[config.mk]
export PLATFORM = sky130hd
export DESIGN_NAME = frontend_top
export DESIGN_NICKNAME = d
export VERILOG_FILES = /design/src/hw/frontend_pkg.sv /design/src/hw/fetch_ctrl.sv /design/src/hw/fetch_pc_counter.sv /design/src/hw/frontend_top.sv /design/src/hw/instr_buffer.sv /design/src/hw/instr_fifo_bank.sv /design/src/hw/instr_predecode.sv
export SDC_FILE = /design/constraint.sdc
export NUM_CORES = 1
export LEC_CHECK = 0
export BUFFER_PORTS_ARGS = -buffer_cell sky130_fd_sc_hd__clkbuf_2
export CORE_MARGIN = 2
export CORE_UTILIZATION = 61
export CTS_CLUSTER_DIAMETER = 80
export DETAILED_ROUTE_END_ITERATION = 7
export GPL_TIMING_DRIVEN = 1
export PLACE_DENSITY = 0.77
export SYNTH_ARGS = -nofsm -noshare
export SYNTH_HDL_FRONTEND = slang
export SYNTH_SLANG_ARGS = --single-unit
export TNS_END_PERCENT = 1
[constraint.sdc]
create_clock -name clk -period 7.3 [get_ports clk]
set_input_delay 1.46 -clock clk [delete_from_list [all_inputs] [get_ports clk]]
set_output_delay 1.46 -clock clk [all_outputs]
set_load 0.02 [all_outputs]
[src/hw/frontend_pkg.sv]
package frontend_pkg;

    localparam int XLEN            = 32;
    localparam int FETCH_WIDTH     = 2;
    localparam int DECODE_WIDTH    = 2;
    localparam int INSTR_BYTES     = XLEN / 8;
    localparam int GROUP_OFS_W     = $clog2(FETCH_WIDTH * INSTR_BYTES);
    localparam int WORD_OFS_W      = $clog2(FETCH_WIDTH);

    // Instruction buffer geometry
    localparam int IBUF_CHANNEL    = 4;
    localparam int IBUF_SIZE       = 16;
    localparam int BANK_DEPTH      = IBUF_SIZE / IBUF_CHANNEL;
    localparam int IBUF_STALL_FREE = 4;
    localparam int IBUF_IDX_W      = $clog2(IBUF_CHANNEL);
    localparam int IBUF_OCC_W      = $clog2(IBUF_SIZE + 1);
    localparam int BANK_PTR_W      = $clog2(BANK_DEPTH);
    localparam int BANK_CNT_W      = $clog2(BANK_DEPTH + 1);
    localparam int PUSH_CNT_W      = $clog2(FETCH_WIDTH + 1);
    localparam int POP_CNT_W       = $clog2(DECODE_WIDTH + 1);

    // Slot entry is {pc, word}
    localparam int SLOT_W          = 2 * XLEN;
    localparam int SLOT_PC_LSB     = XLEN;

    // Fetch FSM encodings
    localparam logic [1:0] ST_IDLE  = 2'd0;
    localparam logic [1:0] ST_FETCH = 2'd1;
    localparam logic [1:0] ST_HOLD  = 2'd2;

    localparam logic [6:0] OPC_BRANCH  = 7'b1100011;
    localparam logic [6:0] OPC_ALU_IMM = 7'b0010011;
    localparam logic [6:0] OPC_LOAD    = 7'b0000011;

    typedef enum logic [1:0] {
        CLS_OTHER,
        CLS_ALU_IMM,
        CLS_LOAD,
        CLS_BRANCH
    } instr_class_e;

    typedef union packed {
        struct packed {
            logic [11:0] imm12;
            logic [4:0]  rs1;
            logic [2:0]  funct3;
            logic [4:0]  rd;
            logic [6:0]  opcode;
        } i_type;
        struct packed {
            logic        imm12;
            logic [5:0]  imm10_5;
            logic [4:0]  rs2;
            logic [4:0]  rs1;
            logic [2:0]  funct3;
            logic [3:0]  imm4_1;
            logic        imm11;
            logic [6:0]  opcode;
        } b_type;
    } instr_word_u;

endpackage

[src/hw/fetch_ctrl.sv]
`timescale 1ns/1ps

module fetch_ctrl (
    input  logic                                                         clk,
    input  logic                                                         reset_i,
    input  logic                                                         flush_i,
    input  logic                                                         stall_i,
    input  logic [frontend_pkg::XLEN-1:0]                                pc_i,
    input  logic [frontend_pkg::FETCH_WIDTH-1:0][frontend_pkg::XLEN-1:0] imem_rdata_i,
    output logic                                                         advance_o,
    output logic                                                         imem_req_o,
    output logic [frontend_pkg::XLEN-1:0]                                imem_addr_o,
    output logic [frontend_pkg::FETCH_WIDTH-1:0]                         push_valid_o,
    output logic [frontend_pkg::FETCH_WIDTH-1:0][frontend_pkg::XLEN-1:0] push_pc_o,
    output logic [frontend_pkg::FETCH_WIDTH-1:0][frontend_pkg::XLEN-1:0] push_word_o
);
    import frontend_pkg::*;

    logic [1:0]            state_q;
    logic [1:0]            state_d;
    logic                  rsp_pend_q;
    logic [XLEN-1:0]       req_pc_q;
    logic [XLEN-1:0]       group_base;
    logic [WORD_OFS_W-1:0] word_ofs;

    always_comb begin
        state_d = state_q;
        case (state_q)
            ST_IDLE:  state_d = ST_FETCH;
            ST_FETCH: if (stall_i) state_d = ST_HOLD;
            ST_HOLD:  if (!stall_i) state_d = ST_FETCH;
            default:  state_d = ST_IDLE;
        endcase
    end

    assign imem_req_o  = (state_q == ST_FETCH) && !stall_i;
    assign imem_addr_o = {pc_i[XLEN-1:GROUP_OFS_W], {GROUP_OFS_W{1'b0}}};
    assign advance_o   = imem_req_o;

    always_ff @(posedge clk) begin
        if (reset_i) begin
            state_q    <= ST_IDLE;
            rsp_pend_q <= 1'b0;
        end else begin
            state_q <= state_d;
            // Request made during a flush belongs to the old path
            rsp_pend_q <= imem_req_o && !flush_i;
        end
    end

    always_ff @(posedge clk) begin
        if (imem_req_o) begin
            req_pc_q <= pc_i;
        end
    end

    assign group_base = {req_pc_q[XLEN-1:GROUP_OFS_W], {GROUP_OFS_W{1'b0}}};
    assign word_ofs   = req_pc_q[GROUP_OFS_W-1:GROUP_OFS_W-WORD_OFS_W];

    // Words ahead of a misaligned target are not part of the stream
    always_comb begin
        for (int i = 0; i < FETCH_WIDTH; i++) begin
            push_valid_o[i] = rsp_pend_q && (i >= word_ofs);
            push_pc_o[i]    = group_base + XLEN'(i * INSTR_BYTES);
            push_word_o[i]  = imem_rdata_i[i];
        end
    end

endmodule

[src/hw/fetch_pc_counter.sv]
`timescale 1ns/1ps

module fetch_pc_counter (
    input  logic                          clk,
    input  logic                          reset_i,
    input  logic                          advance_i,
    input  logic                          redirect_i,
    input  logic [frontend_pkg::XLEN-1:0] redirect_pc_i,
    output logic [frontend_pkg::XLEN-1:0] pc_o
);
    import frontend_pkg::*;

    logic [XLEN-1:0]             pc_q;
    logic [XLEN-GROUP_OFS_W-1:0] next_group;

    // Step drops the offset, so a misaligned target realigns here
    assign next_group = pc_q[XLEN-1:GROUP_OFS_W] + 1'b1;

    always_ff @(posedge clk) begin
        if (reset_i) begin
            pc_q <= '0;
        end else if (redirect_i) begin
            pc_q <= redirect_pc_i;
        end else if (advance_i) begin
            pc_q <= {next_group, {GROUP_OFS_W{1'b0}}};
        end
    end

    assign pc_o = pc_q;

endmodule

[src/hw/frontend_top.sv]
`timescale 1ns/1ps

module frontend_top (
    input  logic                                                          clk,
    input  logic                                                          reset_i,
    output logic                                                          imem_req_o,
    output logic [frontend_pkg::XLEN-1:0]                                 imem_addr_o,
    input  logic [frontend_pkg::FETCH_WIDTH-1:0][frontend_pkg::XLEN-1:0]  imem_rdata_i,
    input  logic                                                          flush_i,
    input  logic [frontend_pkg::XLEN-1:0]                                 redirect_pc_i,
    input  logic [frontend_pkg::DECODE_WIDTH-1:0]                         accept_i,
    output logic [frontend_pkg::DECODE_WIDTH-1:0]                         slot_valid_o,
    output logic [frontend_pkg::DECODE_WIDTH-1:0][frontend_pkg::XLEN-1:0] slot_pc_o,
    output logic [frontend_pkg::DECODE_WIDTH-1:0][frontend_pkg::XLEN-1:0] slot_instr_o,
    output frontend_pkg::instr_class_e [frontend_pkg::DECODE_WIDTH-1:0]   slot_class_o,
    output logic [frontend_pkg::DECODE_WIDTH-1:0][frontend_pkg::XLEN-1:0] slot_imm_o,
    output logic                                                          stall_o
);
    import frontend_pkg::*;

    logic [XLEN-1:0]                   fetch_pc;
    logic                              pc_advance;
    logic                              stall;
    logic [FETCH_WIDTH-1:0]            push_valid;
    logic [FETCH_WIDTH-1:0][XLEN-1:0]  push_pc;
    logic [FETCH_WIDTH-1:0][XLEN-1:0]  push_word;
    logic [POP_CNT_W-1:0]              pop_count;

    fetch_pc_counter u_pc (
        .clk           (clk),
        .reset_i       (reset_i),
        .advance_i     (pc_advance),
        .redirect_i    (flush_i),
        .redirect_pc_i (redirect_pc_i),
        .pc_o          (fetch_pc)
    );

    fetch_ctrl u_fetch (
        .clk          (clk),
        .reset_i      (reset_i),
        .flush_i      (flush_i),
        .stall_i      (stall),
        .pc_i         (fetch_pc),
        .imem_rdata_i (imem_rdata_i),
        .advance_o    (pc_advance),
        .imem_req_o   (imem_req_o),
        .imem_addr_o  (imem_addr_o),
        .push_valid_o (push_valid),
        .push_pc_o    (push_pc),
        .push_word_o  (push_word)
    );

    // Only accepts on valid slots count toward the pop
    always_comb begin
        pop_count = '0;
        for (int i = 0; i < DECODE_WIDTH; i++) begin
            pop_count = pop_count + POP_CNT_W'(accept_i[i] & slot_valid_o[i]);
        end
    end

    instr_buffer u_ibuf (
        .clk          (clk),
        .reset_i      (reset_i),
        .flush_i      (flush_i),
        .push_valid_i (push_valid),
        .push_pc_i    (push_pc),
        .push_word_i  (push_word),
        .pop_count_i  (pop_count),
        .stall_o      (stall),
        .head_valid_o (slot_valid_o),
        .head_pc_o    (slot_pc_o),
        .head_word_o  (slot_instr_o)
    );

    for (genvar s = 0; s < DECODE_WIDTH; s++) begin : gen_predecode
        instr_predecode u_predecode (
            .valid_i (slot_valid_o[s]),
            .word_i  (slot_instr_o[s]),
            .class_o (slot_class_o[s]),
            .imm_o   (slot_imm_o[s])
        );
    end

    assign stall_o = stall;

endmodule

[src/hw/instr_buffer.sv]
`timescale 1ns/1ps

module instr_buffer (
    input  logic                                                 clk,
    input  logic                                                 reset_i,
    input  logic                                                 flush_i,
    input  logic [frontend_pkg::FETCH_WIDTH-1:0]                 push_valid_i,
    input  logic [frontend_pkg::FETCH_WIDTH-1:0][frontend_pkg::XLEN-1:0]  push_pc_i,
    input  logic [frontend_pkg::FETCH_WIDTH-1:0][frontend_pkg::XLEN-1:0]  push_word_i,
    input  logic [frontend_pkg::POP_CNT_W-1:0]                   pop_count_i,
    output logic                                                 stall_o,
    output logic [frontend_pkg::DECODE_WIDTH-1:0]                head_valid_o,
    output logic [frontend_pkg::DECODE_WIDTH-1:0][frontend_pkg::XLEN-1:0] head_pc_o,
    output logic [frontend_pkg::DECODE_WIDTH-1:0][frontend_pkg::XLEN-1:0] head_word_o
);
    import frontend_pkg::*;

    logic [IBUF_CHANNEL-1:0]             bank_push;
    logic [IBUF_CHANNEL-1:0]             bank_pop;
    logic [IBUF_CHANNEL-1:0]             bank_empty;
    logic [IBUF_CHANNEL-1:0][SLOT_W-1:0] bank_wdata;
    logic [IBUF_CHANNEL-1:0][SLOT_W-1:0] bank_rdata;

    logic [FETCH_WIDTH-1:0][SLOT_W-1:0]  packed_data;
    logic [PUSH_CNT_W-1:0]               push_num;
    logic [IBUF_IDX_W-1:0]               rd_ptr_q;
    logic [IBUF_IDX_W-1:0]               wr_ptr_q;
    logic [IBUF_OCC_W-1:0]               occ_q;
    logic [IBUF_OCC_W-1:0]               free_cnt;

    // Squeeze valid inputs down to a prefix and count them
    always_comb begin
        push_num    = '0;
        packed_data = '0;
        for (int i = 0; i < FETCH_WIDTH; i++) begin
            if (push_valid_i[i]) begin
                packed_data[push_num] = {push_pc_i[i], push_word_i[i]};
                push_num = push_num + 1'b1;
            end
        end
    end

    // Item i lands in bank wr_ptr + i
    always_comb begin
        logic [IBUF_IDX_W-1:0] idx;
        bank_push  = '0;
        bank_wdata = '0;
        for (int i = 0; i < FETCH_WIDTH; i++) begin
            idx = wr_ptr_q + IBUF_IDX_W'(i);
            if (i < push_num) begin
                bank_push[idx]  = 1'b1;
                bank_wdata[idx] = packed_data[i];
            end
        end
    end

    // Slot s reads bank rd_ptr + s; banks fill contiguously so emptiness gives the prefix
    always_comb begin
        logic [IBUF_IDX_W-1:0] idx;
        bank_pop = '0;
        for (int s = 0; s < DECODE_WIDTH; s++) begin
            idx = rd_ptr_q + IBUF_IDX_W'(s);
            head_valid_o[s] = !bank_empty[idx];
            head_pc_o[s]    = bank_rdata[idx][SLOT_W-1:SLOT_PC_LSB];
            head_word_o[s]  = bank_rdata[idx][SLOT_PC_LSB-1:0];
            if (s < pop_count_i) begin
                bank_pop[idx] = 1'b1;
            end
        end
    end

    always_ff @(posedge clk) begin
        if (reset_i || flush_i) begin
            rd_ptr_q <= '0;
            wr_ptr_q <= '0;
            occ_q    <= '0;
        end else begin
            rd_ptr_q <= rd_ptr_q + IBUF_IDX_W'(pop_count_i);
            wr_ptr_q <= wr_ptr_q + IBUF_IDX_W'(push_num);
            occ_q    <= occ_q + IBUF_OCC_W'(push_num) - IBUF_OCC_W'(pop_count_i);
        end
    end

    assign free_cnt = IBUF_OCC_W'(IBUF_SIZE) - occ_q;

    // Room for the response in flight plus one more group
    assign stall_o = (free_cnt < IBUF_OCC_W'(IBUF_STALL_FREE));

    for (genvar b = 0; b < IBUF_CHANNEL; b++) begin : gen_bank
        instr_fifo_bank u_bank (
            .clk         (clk),
            .reset_i     (reset_i),
            .clear_i     (flush_i),
            .push_i      (bank_push[b]),
            .push_data_i (bank_wdata[b]),
            .pop_i       (bank_pop[b]),
            .pop_data_o  (bank_rdata[b]),
            .full_o      (),
            .empty_o     (bank_empty[b])
        );
    end

endmodule

[src/hw/instr_fifo_bank.sv]
`timescale 1ns/1ps

module instr_fifo_bank (
    input  logic                            clk,
    input  logic                            reset_i,
    input  logic                            clear_i,
    input  logic                            push_i,
    input  logic [frontend_pkg::SLOT_W-1:0] push_data_i,
    input  logic                            pop_i,
    output logic [frontend_pkg::SLOT_W-1:0] pop_data_o,
    output logic                            full_o,
    output logic                            empty_o
);
    import frontend_pkg::*;

    logic [SLOT_W-1:0]     mem [BANK_DEPTH];
    logic [BANK_PTR_W-1:0] rd_ptr_q;
    logic [BANK_PTR_W-1:0] wr_ptr_q;
    logic [BANK_CNT_W-1:0] count_q;
    logic                  do_push;
    logic                  do_pop;

    assign full_o  = (count_q == BANK_CNT_W'(BANK_DEPTH));
    assign empty_o = (count_q == '0);

    // A full bank still takes a push when it pops on the same edge
    assign do_push = push_i && (!full_o || pop_i);
    assign do_pop  = pop_i && !empty_o;

    assign pop_data_o = mem[rd_ptr_q];

    always_ff @(posedge clk) begin
        if (do_push) begin
            mem[wr_ptr_q] <= push_data_i;
        end
    end

    always_ff @(posedge clk) begin
        if (reset_i || clear_i) begin
            rd_ptr_q <= '0;
            wr_ptr_q <= '0;
            count_q  <= '0;
        end else begin
            if (do_push) begin
                wr_ptr_q <= wr_ptr_q + 1'b1;
            end
            if (do_pop) begin
                rd_ptr_q <= rd_ptr_q + 1'b1;
            end
            count_q <= count_q + BANK_CNT_W'(do_push) - BANK_CNT_W'(do_pop);
        end
    end

endmodule

[src/hw/instr_predecode.sv]
`timescale 1ns/1ps

module instr_predecode (
    input  logic                           valid_i,
    input  logic [frontend_pkg::XLEN-1:0]  word_i,
    output frontend_pkg::instr_class_e     class_o,
    output logic [frontend_pkg::XLEN-1:0]  imm_o
);
    import frontend_pkg::*;

    instr_word_u instr;

    assign instr = word_i;

    always_comb begin
        class_o = CLS_OTHER;
        imm_o   = '0;
        if (valid_i) begin
            case (instr.i_type.opcode)
                OPC_ALU_IMM: begin
                    class_o = CLS_ALU_IMM;
                    imm_o   = {{(XLEN-12){instr.i_type.imm12[11]}}, instr.i_type.imm12};
                end
                OPC_LOAD: begin
                    class_o = CLS_LOAD;
                    imm_o   = {{(XLEN-12){instr.i_type.imm12[11]}}, instr.i_type.imm12};
                end
                OPC_BRANCH: begin
                    class_o = CLS_BRANCH;
                    // 13-bit offset, halfword aligned
                    imm_o   = {{(XLEN-12){instr.b_type.imm12}},
                               instr.b_type.imm11,
                               instr.b_type.imm10_5,
                               instr.b_type.imm4_1,
                               1'b0};
                end
                default: begin
                    class_o = CLS_OTHER;
                    imm_o   = '0;
                end
            endcase
        end
    end

endmodule

# After elaboration in Yosys (flattened, before gate mapping)
# Memories as Yosys holds them, arrays and structs flattened. A register that Yosys moved wholly into a read port is not among the register bits.
# Cells that the tools add are included.
[word_totals]
mem_bits_rw = 1024
rom_bits = 0
reg_bits = 104
elab_cells = 190
latchBits = 0
output_inout_bits = 232
mem_count = 4
[classes]
n_div = 0
n_mux = 63
mul = 0
n_shift = 0
n_eq_ne = 14
order_cmp = 16
reduce_logical = 42
add_sub_neg = 27
bitwise = 5
[memory_table]
columns = ["memory", "depth", "width", "read_ports", "rd_clocked_by_memory_dff", "wr", "line_no", "text"]
rows = [
  ["u_ibuf.gen_bank[0].u_bank.mem", 4, 64, 1, 1, 1, "instr_fifo_bank.sv:16", "logic [SLOT_W-1:0] mem [BANK_DEPTH];"],
  ["u_ibuf.gen_bank[1].u_bank.mem", 4, 64, 1, 1, 1, "instr_fifo_bank.sv:16", ""],
  ["u_ibuf.gen_bank[2].u_bank.mem", 4, 64, 1, 1, 1, "instr_fifo_bank.sv:16", ""],
  ["u_ibuf.gen_bank[3].u_bank.mem", 4, 64, 1, 1, 1, "instr_fifo_bank.sv:16", ""],
]
[op_table]
columns = ["op", "count"]
rows = [
  ["2-to-1 mux 256 bit", 2],
  ["2-to-1 mux 64 bit", 6],
  ["AND 256 bit", 1],
  ["binary-select mux 64 bit (select 2 bit)", 2],
  ["bitwise mux 256 bit", 1],
  ["demux 64 bit (select 2 bit)", 2],
  ["bitwise mux 128 bit", 1],
  ["2-to-1 mux 128 bit", 1],
  ["2-to-1 mux 32 bit", 4],
  ["case mux 32 bit (2 select lines)", 2],
  ["demux 64 bit (select 1 bit)", 1],
  ["adder 32 x 3 -> 32 bit, second input constant", 1],
  ["adder 29 x 1 -> 29 bit, second input constant", 1],
  ["2-to-1 mux 2 bit", 13],
  ["adder 2 x 1 -> 2 bit, second input constant", 10],
  ["case mux 2 bit (3 select lines)", 3],
  ["logical AND 1 bit", 16],
  ["2-to-1 mux 4 bit", 4],
  ["2-to-1 mux 1 bit", 15],
  ["== test 7 x 2 -> 1 bit, second input constant", 2],
  ["== test 7 x 5 -> 1 bit, second input constant", 2],
  ["== test 7 bit, second input constant", 2],
  ["adder 3 x 1 -> 3 bit", 4],
  ["== test 3 bit, second input constant", 4],
  ["other kinds (29)", 67],
]

# Logic depth before layout (Yosys ltp)
[logic_depth]
ltp_word = 14
mapped_depth = 23
depth_no_buf = 18

# Hierarchy
# A second synthesis with hierarchy kept.
[unflattened]
hier_cells = 3176
area_unflattened_um2 = 53218.5
[by_module_without_submodules]
columns = ["module", "area_per_inst_um2", "cells_each", "instances"]
rows = [
  ["instr_fifo_bank", 9686.8, 384, 4],
  ["instr_buffer", 9242.6, 1081, 1],
  ["fetch_ctrl", 2247.2, 204, 1],
  ["fetch_pc_counter", 1863.0, 224, 1],
  ["instr_predecode", 546.8, 64, 2],
  ["frontend_top", 25.0, 3, 1],
]

# Worst setup path after synthesis
# No wires, ideal clock.
[synth_timing]
path_type = "flip-flop to output port"
from = "register u_ibuf.rd_ptr_q[1]"
to = "output port slot_imm_o[45] in the netlist's numbering"
n_path_buf = 5
slack_ns = 0.677
arrival_ns = 5.163
stages_incl_launch_ff = 14
required_time_ns = 5.840
cell_sequence = "dfxtp_1 inv_2 buf_1 buf_1 ha_1 nor2b_1 clkbuf_1 nand2_1 and4_1 clkbuf_1 clkinv_1 nand3_1 a211oi_1 buf_4"
[synth_lines]
columns = ["element", "line_no", "text"]
rows = [
  ["start: declaration", "instr_buffer.sv:26", "logic [IBUF_IDX_W-1:0] rd_ptr_q;"],
  ["start signal: assignment", "instr_buffer.sv:78", "rd_ptr_q <= rd_ptr_q + IBUF_IDX_W'(pop_count_i);"],
  ["end: declaration", "frontend_top.sv:16", "output logic [frontend_pkg::DECODE_WIDTH-1:0][frontend_pkg::XLEN-1:0] slot_imm_o,"],
]

==> impl_metrics.env <==
export IMPL_placed_cells_incl_taps=3920
export IMPL_post_cts_hold_buffers=0
export IMPL_timing_final_max_slew_violations=0
export IMPL_drv_cap=0
export IMPL_cp_capture_type="output pin"
export IMPL_timing_hold_violations_final=0
export IMPL_mostFrequentLayoutCell="sky130_fd_sc_hd__edfxtp_1"
export IMPL_die_height_um=283
export IMPL_grt_first_pass_wirelength_mm=192
export IMPL_run_status="complete, no violations"
export IMPL_post_synth_main_area_contributors="sky130_fd_sc_hd__edfxtp_1, sky130_fd_sc_hd__mux4_2, sky130_fd_sc_hd__dfxtp_1"
export IMPL_critPathSlowestCell="sky130_fd_sc_hd__nor2_1"
export IMPL_holdCritPathClass="reg -> reg"
export IMPL_largest_net_degree_at_the_start_of_global_routing=63
export IMPL_worst_pin_slew_ns=1.30
export IMPL_worst_hold_slack_ns=0.436
export IMPL_fp_dieArea_um2=80200
export IMPL_port_buffer_count=323
export IMPL_min_period_ns=6.66
export IMPL_cts_tree="yes"
export IMPL_critPathBufInv=3
export IMPL_fin_cells=4125
export IMPL_area_growth_synth_to_final_pct=12.9
export IMPL_cts_sinks=1100
export IMPL_worst_ep_arrival_time_ns=5.20
export IMPL_clock_latency_ns=0.68
export IMPL_final_cell_mix="sky130_fd_sc_hd__edfxtp_1, sky130_fd_sc_hd__mux4_2, sky130_fd_sc_hd__clkbuf_2"
export IMPL_rsz0062_at_grt="false"
export IMPL_cpPeakStageDelay_ns=0.99
export IMPL_number_of_global_route_vias_before_repair=29100
export IMPL_globalRoute_totalOverflow=0
export IMPL_design_portCount=333
export IMPL_finalWirelength_mm=133
export IMPL_vias=28700
export IMPL_nNetsFinal=3141
export IMPL_cpLargestDelayFamily="simple AND/OR/NAND/NOR gates"
export IMPL_netlist_area_leader_share=0.646
export IMPL_synthArstFlopShare=0
export IMPL_synthesis_area_um2=47500
export IMPL_ys_seq_area_frac=0.678
export IMPL_final_setup_skew_ns=0.0310
export IMPL_fin_setup_tns_ns=0
export IMPL_setup_violations_final=0
export IMPL_synth_cells=2751
export IMPL_required_ns=5.84
export IMPL_netlist_cell_type_count=53
export IMPL_period_share=0.913
export IMPL_synth_enable_flop_cells=1022
export IMPL_ant_nets=0
export IMPL_synth_yosys_warnings=0
export IMPL_wire_per_inst_um=32.3
export IMPL_critical_path_peak_fanout=26
export IMPL_ys_ff_latch=1100
export IMPL_grt_total_usage=0.332
export IMPL_cts_repair_resized=0
export IMPL_clockBufferDepth=3
export IMPL_synthDominantAreaCellType="sky130_fd_sc_hd__edfxtp_1"
export IMPL_antenna_violations_before_repair=7
export IMPL_p_per_area_nw_per_um2=277
export IMPL_worst_setup_path_type="reg -> out"
export IMPL_place_gp_congestion=0.938
export IMPL_achievable_frequency_mhz=150
export IMPL_crit_path_cell_trace="inv_4 -> ha_2 -> nor2_1 -> a22oi_1 -> nand2_1 -> nand4_1 -> a211oi_2 -> buf_4 -> clkbuf_2"
export IMPL_initial_drc_count=3838
export IMPL_floorplan_die_width_um=283
export IMPL_cts_root_buffer_cell="sky130_fd_sc_hd__clkbuf_16"
export IMPL_max_vdd_ir_drop_mv=0.236
export IMPL_max_slew_margin=0.130
export IMPL_ctsHtreeMaxLevel=3
export IMPL_final_layout_fill_cell_count=4738
export IMPL_remaining_drc_errors=0
export IMPL_post_detail_place_hpwl_mm=75.3
export IMPL_numCtsBuffers=109
export IMPL_first_pass_iters=6
export IMPL_core_rowCount=102
export IMPL_drive_gt1_frac=0.306
export IMPL_avgViaCountPerCell=6.97
export IMPL_start_util=0.615
export IMPL_power_static_leakage_nw=18.8
export IMPL_utilization=0.694
export IMPL_post_cts_repair_timing_setup_buffer_count=0
export IMPL_syn_mean_instance_area_um2=17.3
export IMPL_startpoint_type="flop"
export IMPL_core_region_area_um2=77300
export IMPL_synth_ff_type="sky130_fd_sc_hd__edfxtp_1"
export IMPL_clkTransAtPathRegs_ns=0.06
[kinds of logic (layout without fill, tap and decap cells)]
family	after synthesis	in the layout	synth area share
adder cells (fa/ha/maj)	50	50	0.0141
XOR/XNOR	35	35	0.00645
other	1	9	0.0000789
AO/OA/AOI/OAI	241	241	0.0351
multiplexers	385	385	0.173
flip-flops	1100	1100	0.678
AND/OR/NAND/NOR	612	612	0.0605
buffers and inverters	327	653	0.0327
[worst paths after layout]
kind                      start                                   end  slack [ns]  cells past startpoint
max          u_ibuf.rd_ptr_q[0]                        slot_imm_o[49]        0.64                      9
min reg2reg        u_pc.pc_o[2]                   u_fetch.req_pc_q[2]        0.44                      0
max reg2reg  u_ibuf.rd_ptr_q[0]  u_ibuf.gen_bank[3].u_bank.mem[1][17]        1.82                      9
min                u_pc.pc_o[2]                   u_fetch.req_pc_q[2]        0.44                      0
[report_power, final]
| part | switching (mW) | total, mW | internal, mW |
|---|---|---|---|
| logic | 1.05 | 1.50 | 0.445 |
| clock network | 2.42 | 6.12 | 3.71 |
| registers | 0.131 | 7.22 | 7.09 |
[flip-flops by register name, summed over array words and instances (netlist names), named ones only]
name / flops
u_fetch.state_q: 2
u_fetch.req_pc_q: 30
u_pc.pc_o: 30
u_ibuf.gen_bank.u_bank.wr_ptr_q: 8
u_ibuf.wr_ptr_q: 2
u_ibuf.gen_bank.u_bank.count_q: 12
u_ibuf.gen_bank.u_bank.mem: 992
u_ibuf.rd_ptr_q: 2
u_ibuf.occ_q: 5
u_ibuf.gen_bank.u_bank.rd_ptr_q: 8
u_fetch.rsp_pend_q: 1
[synthesized netlist by cell type, drive strengths merged (14+ instances only)]
master   instances
edfxtp        1022
mux4           348
nor2           288
buf            126
clkbuf         123
a22oi          106
nand2          106
dfxtp           78
inv             74
nor2b           69
a21oi           56
ha              43
mux2i           37
and2            34
xnor2           24
nand3           23
nand4           22
a211oi          21
o21ai           16
a2111oi         14
a311oi          14
[cell type report]
type / instances / area, um^2 / share of cell area
diodes: 2 / 5.00 / 0.0000932
clock buffers: 142 / 3030 / 0.0564
clock inverters: 61 / 927 / 0.0173
inverters: 78 / 298 / 0.00555
multi-input cells: 1330 / 13900 / 0.258
flip-flops and latches: 1100 / 32300 / 0.601
well taps: 1040 / 1300 / 0.0242
repair buffers: 372 / 1980 / 0.0370
[per-layer routing]
layer / vias to the layer above / track usage / part of all wire
met5: - / 0 / 0.00035
li1: 11400 / - / -
met1: 14600 / 0.430 / 0.34
met3: 444 / 0.0671 / 0.11
met4: 10 / 0.148 / 0.048
met2: 2313 / 0.550 / 0.50
[stage by stage]
step | setup WS, ns | total power [mW] | cell area, um^2
global route | 0.595 | 15.2 | 53700
floorplan | 0.677 | 8.18 | 47600
finish | 0.638 | 14.8 | 53700
global placement | 1.78 | 8.75 | 49700
CTS | 0.880 | 14.8 | 53700
detailed placement | 1.62 | 8.79 | 49700
Power figures use the tool's default switching activity.
